===== config.mk =====
export PLATFORM = sky130hd
export DESIGN_NAME = seqTop
export DESIGN_NICKNAME = d
export VERILOG_FILES = /design/src/seqPkg.sv /design/src/isaPkg.sv /design/src/masterSequencer.sv /design/src/instrFetch.sv /design/src/instrDecode.sv /design/src/debugMatch.sv /design/src/programCounter.sv /design/src/seqTop.sv
export VERILOG_INCLUDE_DIRS = /design/src
export SDC_FILE = /design/constraint.sdc
export NUM_CORES = 2
export LEC_CHECK = 0
export BUFFER_PORTS_ARGS = -buffer_cell sky130_fd_sc_hd__buf_4
export CORE_MARGIN = 5
export CORE_UTILIZATION = 35
export DETAILED_ROUTE_END_ITERATION = 12
export PLACE_DENSITY_LB_ADDON = 0.08
export SKIP_CTS_REPAIR_TIMING = 1
export SLEW_MARGIN = 40
export SYNTH_ARGS = -nofsm -noshare
export SYNTH_HDL_FRONTEND = slang
export SYNTH_SLANG_ARGS = --single-unit

===== constraint.sdc =====
create_clock -name clk -period 2.9 [get_ports clk]
set_input_delay 0 -clock clk [delete_from_list [all_inputs] [get_ports clk]]
set_output_delay 0 -clock clk [all_outputs]
set_load 0.05 [all_outputs]

===== src/seq_config.svh =====
`ifndef SEQ_CONFIG_SVH
`define SEQ_CONFIG_SVH

// program counter and instruction address width.
`define SEQ_PC_W 8

// words in the instruction memory.
`define SEQ_IMEM_DEPTH 256

// opcode and reserved field widths of an instruction word.
`define SEQ_OP_W 4
`define SEQ_RSVD_W 4

`endif


===== src/seqPkg.sv =====
`default_nettype none

package seqPkg;

	// one phase level high at a time.
	typedef struct packed {
		logic stopped;
		logic fetch;
		logic decode;
		logic execute;
		logic commit;
	} phaseT;

	localparam phaseT phStopped = 5'b10000;
	localparam phaseT phFetch   = 5'b01000;
	localparam phaseT phDecode  = 5'b00100;
	localparam phaseT phExecute = 5'b00010;
	localparam phaseT phCommit  = 5'b00001;

	typedef struct packed {
		logic debugReq; // pulse.
		logic modeStop; // level.
		logic modeInc;  // pulse, one step.
	} debugCtlT;

endpackage

`default_nettype wire


===== src/isaPkg.sv =====
`default_nettype none

`include "seq_config.svh"

package isaPkg;

	// anything not listed runs as a nop.
	typedef enum logic [`SEQ_OP_W-1:0] {
		NOP  = 4'h0,
		JMP  = 4'h1,
		LOAD = 4'h2,
		HALT = 4'hf
	} opcodeT;

	typedef struct packed {
		opcodeT                 opcode;
		logic [`SEQ_RSVD_W-1:0] rsvd;
		logic [`SEQ_PC_W-1:0]   target;
	} jumpViewT;

	typedef struct packed {
		opcodeT                 opcode;
		logic [`SEQ_RSVD_W-1:0] rsvd;
		logic [`SEQ_PC_W-1:0]   dataAddr;
	} loadViewT;

	// same word, jump or load reading.
	typedef union packed {
		jumpViewT jump;
		loadViewT load;
	} instrT;

	typedef struct packed {
		logic                 isHalt;
		logic                 isJump;
		logic                 isLoad;
		logic [`SEQ_PC_W-1:0] target;
		logic [`SEQ_PC_W-1:0] dataAddr;
	} decodedT;

endpackage

`default_nettype wire


===== src/masterSequencer.sv =====
`timescale 1ns/1ns
`default_nettype none

module masterSequencer (
	input  wire logic              clk,
	input  wire logic              rstN,
	input  wire seqPkg::debugCtlT  dbg,
	input  wire logic              atBkp,
	input  wire logic              inWatch,
	input  wire isaPkg::decodedT   dec,
	output seqPkg::phaseT          phase,
	output logic                   pcEn,
	output logic                   halted,
	output logic                   debugActive,
	output logic                   debugAck
);

	logic reqFlag;   // debug request seen, not yet served.
	logic stepping;  // running one instruction under debug.
	logic stopCause;
	logic holdCause;
	logic stepStart;

	// checked at the commit boundary.
	assign stopCause = dbg.modeStop | dbg.debugReq | reqFlag | atBkp | inWatch | stepping;

	// keeps a debug stop from resuming.
	assign holdCause = dbg.modeStop | dbg.debugReq | reqFlag | atBkp | inWatch;

	assign stepStart = phase.stopped & debugActive & ~halted & dbg.modeInc;

	// a halt leaves the pc where it is.
	assign pcEn = phase.commit & ~dec.isHalt;

	always_ff @(posedge clk or negedge rstN) begin
		if (!rstN) begin
			reqFlag <= 1'b0;
		end else begin
			reqFlag <= dbg.debugReq | (reqFlag & ~stepStart);
		end
	end

	always_ff @(posedge clk or negedge rstN) begin
		if (!rstN) begin
			phase       <= seqPkg::phStopped;
			stepping    <= 1'b0;
			halted      <= 1'b0;
			debugActive <= 1'b0;
			debugAck    <= 1'b0;
		end else begin
			debugAck <= 1'b0;
			if (phase.fetch) begin
				phase <= seqPkg::phDecode;
			end else if (phase.decode) begin
				phase <= seqPkg::phExecute;
			end else if (phase.execute) begin
				phase <= seqPkg::phCommit;
			end else if (phase.commit) begin
				if (dec.isHalt) begin
					phase       <= seqPkg::phStopped;
					halted      <= 1'b1; // only reset gets out.
					debugActive <= 1'b0;
					stepping    <= 1'b0;
				end else if (stopCause) begin
					phase       <= seqPkg::phStopped;
					debugActive <= 1'b1;
					debugAck    <= 1'b1;
					stepping    <= 1'b0;
				end else begin
					phase <= seqPkg::phFetch;
				end
			end else if (!halted) begin
				// stopped.
				if (!debugActive) begin
					phase <= seqPkg::phFetch; // first run after reset.
				end else if (stepStart) begin
					phase    <= seqPkg::phFetch;
					stepping <= 1'b1;
				end else if (!holdCause) begin
					phase       <= seqPkg::phFetch;
					debugActive <= 1'b0;
				end
			end
		end
	end

endmodule

`default_nettype wire


===== src/instrFetch.sv =====
`timescale 1ns/1ns
`default_nettype none

`include "seq_config.svh"

module instrFetch (
	input  wire logic                 clk,
	input  wire seqPkg::phaseT        phase,
	input  wire logic [`SEQ_PC_W-1:0] pc,
	input  wire logic                 imemWe,
	input  wire logic [`SEQ_PC_W-1:0] imemAddr,
	input  wire isaPkg::instrT        imemData,
	output isaPkg::instrT             instr
);

	isaPkg::instrT mem [`SEQ_IMEM_DEPTH];

	// program load port.
	always_ff @(posedge clk) begin
		if (imemWe) begin
			mem[imemAddr] <= imemData;
		end
	end

	// instruction register.
	always_ff @(posedge clk) begin
		if (phase.fetch) begin
			instr <= mem[pc];
		end
	end

endmodule

`default_nettype wire


===== src/instrDecode.sv =====
`timescale 1ns/1ns
`default_nettype none

module instrDecode (
	input  wire logic            clk,
	input  wire logic            rstN,
	input  wire seqPkg::phaseT   phase,
	input  wire isaPkg::instrT   instr,
	output isaPkg::decodedT      dec
);

	isaPkg::decodedT decNext;

	always_comb begin
		decNext = '0;
		case (instr.jump.opcode)
			isaPkg::JMP: begin
				decNext.isJump = 1'b1;
				decNext.target = instr.jump.target;
			end
			isaPkg::LOAD: begin
				decNext.isLoad   = 1'b1;
				decNext.dataAddr = instr.load.dataAddr;
			end
			isaPkg::HALT: decNext.isHalt = 1'b1;
			default: decNext = '0; // nop.
		endcase
	end

	always_ff @(posedge clk or negedge rstN) begin
		if (!rstN) begin
			dec <= '0;
		end else if (phase.decode) begin
			dec <= decNext;
		end
	end

endmodule

`default_nettype wire


===== src/debugMatch.sv =====
`timescale 1ns/1ns
`default_nettype none

`include "seq_config.svh"

module debugMatch (
	input  wire logic                 clk,
	input  wire logic                 rstN,
	input  wire seqPkg::phaseT        phase,
	input  wire logic [`SEQ_PC_W-1:0] pc,
	input  wire isaPkg::decodedT      dec,
	input  wire logic                 bkpEn,
	input  wire logic [`SEQ_PC_W-1:0] bkpAddr,
	input  wire logic                 watchEn,
	input  wire logic [`SEQ_PC_W-1:0] watchAddr,
	output logic                      atBkp,
	output logic                      inWatch
);

	logic bkpHit;
	logic watchHit;

	assign bkpHit   = bkpEn & (pc == bkpAddr);
	assign watchHit = watchEn & dec.isLoad & (dec.dataAddr == watchAddr);

	// held through commit, dropped at the next fetch.
	always_ff @(posedge clk or negedge rstN) begin
		if (!rstN) begin
			atBkp   <= 1'b0;
			inWatch <= 1'b0;
		end else if (phase.fetch) begin
			atBkp   <= 1'b0;
			inWatch <= 1'b0;
		end else if (phase.execute) begin
			atBkp   <= bkpHit;
			inWatch <= watchHit;
		end
	end

endmodule

`default_nettype wire


===== src/programCounter.sv =====
`timescale 1ns/1ns
`default_nettype none

`include "seq_config.svh"

module programCounter (
	input  wire logic            clk,
	input  wire logic            rstN,
	input  wire seqPkg::phaseT   phase,
	input  wire logic            pcEn,
	input  wire isaPkg::decodedT dec,
	output logic [`SEQ_PC_W-1:0] pc
);

	logic [`SEQ_PC_W-1:0] pcNext;

	// wraps at the top of memory.
	assign pcNext = dec.isJump ? dec.target : pc + 1'b1;

	always_ff @(posedge clk or negedge rstN) begin
		if (!rstN) begin
			pc <= '0;
		end else if (phase.commit && pcEn) begin
			pc <= pcNext;
		end
	end

endmodule

`default_nettype wire


===== src/seqTop.sv =====
`timescale 1ns/1ns
`default_nettype none

`include "seq_config.svh"

module seqTop (
	input  wire logic                 clk,
	input  wire logic                 rstN,
	input  wire logic                 imemWe,
	input  wire logic [`SEQ_PC_W-1:0] imemAddr,
	input  wire isaPkg::instrT        imemData,
	input  wire seqPkg::debugCtlT     dbg,
	input  wire logic                 bkpEn,
	input  wire logic [`SEQ_PC_W-1:0] bkpAddr,
	input  wire logic                 watchEn,
	input  wire logic [`SEQ_PC_W-1:0] watchAddr,
	output seqPkg::phaseT             phase,
	output logic [`SEQ_PC_W-1:0]      pc,
	output logic                      halted,
	output logic                      debugActive,
	output logic                      debugAck
);

	isaPkg::instrT   instr;
	isaPkg::decodedT dec;
	logic            atBkp;
	logic            inWatch;
	logic            pcEn;

	masterSequencer seq0 (
		.clk(clk), .rstN(rstN), .dbg(dbg),
		.atBkp(atBkp), .inWatch(inWatch), .dec(dec),
		.phase(phase), .pcEn(pcEn), .halted(halted),
		.debugActive(debugActive), .debugAck(debugAck)
	);

	instrFetch fetch0 (
		.clk(clk), .phase(phase), .pc(pc),
		.imemWe(imemWe), .imemAddr(imemAddr), .imemData(imemData),
		.instr(instr)
	);

	instrDecode decode0 (
		.clk(clk), .rstN(rstN), .phase(phase), .instr(instr), .dec(dec)
	);

	debugMatch match0 (
		.clk(clk), .rstN(rstN), .phase(phase), .pc(pc), .dec(dec),
		.bkpEn(bkpEn), .bkpAddr(bkpAddr),
		.watchEn(watchEn), .watchAddr(watchAddr),
		.atBkp(atBkp), .inWatch(inWatch)
	);

	programCounter pc0 (
		.clk(clk), .rstN(rstN), .phase(phase), .pcEn(pcEn), .dec(dec), .pc(pc)
	);

endmodule

`default_nettype wire


; Word-level counts from Yosys, hierarchy flattened
; Memories as Yosys holds them, arrays and structs flattened. A register that Yosys moved wholly into a read port is not among the register bits.
; Index checks and enable logic that the tools add are counted.
[op_classes]
n_mux = 41
n_addsub = 1
eq_ne = 9
n_reduce_logical = 8
n_bitwise = 20
[ops]
columns = op, count
row1 = $mux W5, 10
row2 = $mux W1, 28
row3 = $mux W8, 3
row4 = $eq A8 B8 Y1, 2
row5 = $reduce_and A5 Y1, 2
row6 = $add A8 B1 Y8 const B, 1
row7 = $and A1 B1 Y1, 8
row8 = $ne A7 B3 Y1 const B, 1
row9 = $reduce_and A7 Y1, 1
row10 = $not A1 Y1, 6
row11 = $or A1 B1 Y1, 6
row12 = $reduce_bool A2 Y1, 3
row13 = $ne A5 B1 Y1 const B, 1
row14 = $eq A4 B1 Y1 const B, 1
row15 = $eq A4 B2 Y1 const B, 1
row16 = $eq A4 B4 Y1 const B, 1
row17 = $ne A3 B2 Y1 const B, 1
row18 = $ne A2 B1 Y1 const B, 1
row19 = $reduce_and A2 Y1, 1
row20 = $logic_and A1 B1 Y1, 1
[totals]
wordCells = 98
mem_count = 1
mem_bits_rw = 4096
out_inout_bits = 16
register_bits = 39
[memory_table]
columns = memory, depth, word_bits, rd, rd_ports_with_merged_regs, wr, line
row1 = fetch0.mem, 256, 16, 1, 1, 1, instrFetch.sv:16  ; isaPkg::instrT mem [`SEQ_IMEM_DEPTH];

; Logic depth before layout (Yosys ltp)
[logic_depth]
word_depth = 12
depth_mapped = 12

; Hierarchy
; From an unflattened synthesis, not the netlist that was laid out.
[hier_totals]
cells_unflattened = 7543
area_unflattened_um2 = 160873.0
[by_module_without_submodules]
columns = mod, area_each_um2, n_inst, seq_area_each_um2, cells_per_inst
row1 = instrFetch, 158874.9, 1, 123478.4, 7360
row2 = instrDecode, 729.4, 1, 475.5, 48
row3 = programCounter, 510.5, 1, 200.2, 59
row4 = masterSequencer, 484.2, 1, 251.5, 46
row5 = debugMatch, 274.0, 1, 50.0, 30

; Worst setup path after synthesis
; No wires, ideal clock.
[synth_path]
path_type = flip-flop to flip-flop
from = register pc0.pc[0]
to = register fetch0.instr[5] in the netlist's numbering, read port of fetch0.mem, data pin
path_slack_ps = 79
synth_period_minus_slack_ps = 2821
path_buffers = 4
arrival_ps = 2551
required_time_ps = 2630
stages_incl_launch_ff = 10
path_cell_list = dfrtp_1 > buf_6 > buf_8 > buf_6 > buf_6 > mux4_2 > a221oi_1 > o21ai_0 > o31ai_1 > o32ai_1
[synth_lines]
columns = item, line
row1 = from (decl), programCounter.sv:12  ; output logic [`SEQ_PC_W-1:0] pc
row2 = from (signal assigned), programCounter.sv:24  ; pc <= pcNext;
row3 = to (decl), instrFetch.sv:13  ; output isaPkg::instrT instr

==> results.sh <==
export IMPL_antenna_found_initial=23
export IMPL_stdcell_count=12000
export IMPL_crit_fanout=9
export IMPL_ys_warn_count=0
export IMPL_fp_dieW_um=599
export IMPL_cts_root_buf="clkbuf_16"
export IMPL_synth_top_family_by_area="multiplexers"
export IMPL_cts_max_path_buffers=4
export IMPL_synth_edf_count=3084
export IMPL_end_kind="register"
export IMPL_grt_pass1_vias=64900
export IMPL_synth_top_area_share_pct=76.3
export IMPL_violations="negative setup slack"
export IMPL_vias=64300
export IMPL_synth_simple_gate_area_share_pct=2.59
export IMPL_ir_worst_vdd_mv=0.519
export IMPL_syn2layout_area_growth_pct=22.9
export IMPL_rsz0062_at_grt="true"
export IMPL_htreeDepth=5
export IMPL_p_per_area_nw_per_um2=861
export IMPL_boundaryPins=64
export IMPL_grt_pass1_wl_um=531000
export IMPL_switching_share_pct=28.7
export IMPL_synth_area_sq_um=121000
export IMPL_clock_skew_ps=31.7
export IMPL_dieHeight_um=599
export IMPL_nets=7207
export IMPL_status="finished with violations"
export IMPL_worstSetupStartpointType="register"
export IMPL_synth_flop_cell="edfxtp_1"
export IMPL_crit_buf_inv=5
export IMPL_synth_cells=5884
export IMPL_total_leakage_power_uw=0.0488
export IMPL_power_frac_seq_pct=39.2
export IMPL_pwr_share_clk_pct=33.8
export IMPL_initial_core_util_pct=35.1
export IMPL_core_region_area_sq_um=346000
export IMPL_timing_slew_headroom_pct=41.3
export IMPL_combPwrFrac_pct=27.0
export IMPL_setup_violations_final=12
export IMPL_max_freq_mhz=301
export IMPL_nFillCells=30200
export IMPL_whs_ps=9.47
export IMPL_syn_nets=5933
export IMPL_dieArea_sq_um=359000
export IMPL_min_period_over_period_pct=114
export IMPL_power_switching_uw=36800
export IMPL_final_setup_worst_slack_ps=-417
export IMPL_wl_per_cell_um=32.1
export IMPL_synth_compound_area_share_pct=3.92
export IMPL_cp_slowest_cell="dfrtp_4"
export IMPL_maxSlewViolCount=0
export IMPL_clock_latency_ps=930
export IMPL_grt_max_degree=123
export IMPL_clock_sinks=3123
export IMPL_multi_input_area_sq_um=26500
export IMPL_hold_violations=0
export IMPL_regArea_sq_um=93600
export IMPL_place_inst=11300
export IMPL_cp_required_ps=3610
export IMPL_yosysSeqAreaShare_pct=77.1
export IMPL_maxCapViolCount=0
export IMPL_yosys_cell_count_top_type="edfxtp_1"
export IMPL_hpwlAfterDp_um=255000
export IMPL_synthAdderAreaFrac_pct=0.0103
export IMPL_cpPeakStageDelay_ps=510
export IMPL_synthTopCellsByCount="edfxtp_1 (3084), mux4_2 (561), mux2i_1 (422)"
export IMPL_rows=216
export IMPL_path_class="register to register"
export IMPL_ys_ff_latch=3123
export IMPL_cts_tree="built"
export IMPL_critPathTopFamily="compound AO/OA/AOI/OAI gates"
export IMPL_track_usage_pct=21.0
export IMPL_drc=0
export IMPL_gp_congestion=0.809
export IMPL_arrival_ps=4030
export IMPL_synthDistinctLibCells=64
export IMPL_path_clk_slew_ps=60
export IMPL_hp_class="primary input to register"
export IMPL_tightest_slew_ps=878
export IMPL_numCtsBuffers=350
export IMPL_path_cells="buf_12 > buf_16 > buf_4 > mux4_2 > o22ai_2 > or3_4 > buf_12 > a311oi_4 > o221ai_1 > buf_4 > o31ai_1"
export IMPL_first_iter_violations=6391
export IMPL_routed_wl_um=387000
export IMPL_p_int_uw=91600
export IMPL_yosys_top_cells_area="edfxtp_1 (76%), mux4_2 (10%), mux2i_1 (3.5%)"
export IMPL_synth_mux_area_share_pct=14.3
export IMPL_finalCriticalPeriod_ps=3320
export IMPL_first_pass_iters=5
export IMPL_grt_overflow=0
export IMPL_port_buffers=59
export IMPL_avgSynthCellArea_sq_um=20.6
export IMPL_drive_gt1_share_pct=32.8
export IMPL_synthXorXnorAreaFrac_pct=0.115
export IMPL_async_flop_share_pct=1.25
export IMPL_ant_nets=0
export IMPL_via_per_inst=5.34
export IMPL_yosys_area_top_type="edfxtp_1"
state kept, by name, summed over array words and instances, names as in the netlist, 5 cells and up:
signal	flops
seq0.phase	5
decode0.dec	19
fetch0.instr	12
fetch0.mem	3072
pc0.pc	8
layout make-up:
cell class                      count  area share [%]
Multi-Input combinational cell   2392            17.8
Clock buffer                      451            6.29
Antenna cell                        5         0.00839
Clock inverter                    189            1.17
Timing Repair Buffer             1284            8.16
Sequential cell                  3123            62.7
Inverter                            7          0.0210
Tap cell                         4578            3.84
layout by cell type (no fill, tap or decap), drive strengths merged, types with 39 or more instances in the layout:
cell type    instances
a311oi              45
a22oi              113
nand2               96
edfxtp            3084
mux2i              422
a221oi              83
mux4               573
clkinv             153
or3                 39
buf               1226
nor2               363
o21ai               83
a221o               44
dlygate4sd3         48
a21oi               90
nand3               90
o31ai               55
clkbuf             461
o22ai               58
per-stage QoR:
| step | TNS, ps | area, sq um | setup WS, ps | util, % | total power, uW |
|---|---|---|---|---|---|
| 3_5_place_dp | -9630 | 136000 | -1080 | 39.2 | 84000 |
| 3_3_place_gp | -12970 | 135000 | -1940 | 39.1 | 84000 |
| 5_1_grt | -4450 | 149000 | -434 | 43.1 | 133000 |
| 6_report | -4170 | 149000 | -417 | 43.1 | 128000 |
| 4_1_cts | -10100 | 147000 | -1130 | 42.4 | 128000 |
| 2_1_floorplan | 0 | 121000 | 79.3 | - | 69300 |
power by group through the flow:
stage	sequential, uW	clock (uW)	combinational, uW
3_3_place_gp	51400	0	32600
6_report	50400	43400	34700
5_1_grt	50400	46300	36500
4_1_cts	50400	44400	32700
2_1_floorplan	51300	0	18000
3_5_place_dp	51400	0	32600
routing by layer:
| metal | GRT usage [%] | part of all wire (%) |
|---|---|---|
| met1 | 30.2 | 44 |
| met2 | 34.8 | 49 |
| met3 | 2.31 | 4.8 |
| met4 | 4.56 | 2.2 |
| met5 | 0 | 0.0034 |
cells by family (layout without fill, tap and decap cells):
logic type,after synthesis,in the layout
and+or+nand+nor,703,703
other,0,5
AOI/OAI and AO/OA,661,661
DFF,3123,3123
xor gates and xnor gates,16,16
adders and majority gates,1,1
muxes,1011,1011
buffers and inverters,369,1931
path summary, 6_finish.rpt:
check / start / end / slack (ps) / cells past startpoint
setup reg to reg: pc0.pc[0] / fetch0.instr[1] / -420 / 11
setup / recovery: pc0.pc[0] / fetch0.instr[1] / -420 / 11
hold reg to reg: decode0.dec[16] / decode0.dec[16] / 490 / 1
min in group asynchronous: rstN / seq0.reqFlag / 160 / 4
hold / removal: watchAddr[2] / match0.inWatch / 9 / 4
max in group asynchronous: rstN / seq0.phase[4] / 2480 / 4
tightest hold or removal path, cell delays in order:
cell and delay, ps:
dlygate4sd3_1 540, buf_4 120, xor2_1 130, o41ai_1 90
(Power assumes the default switching activity.)
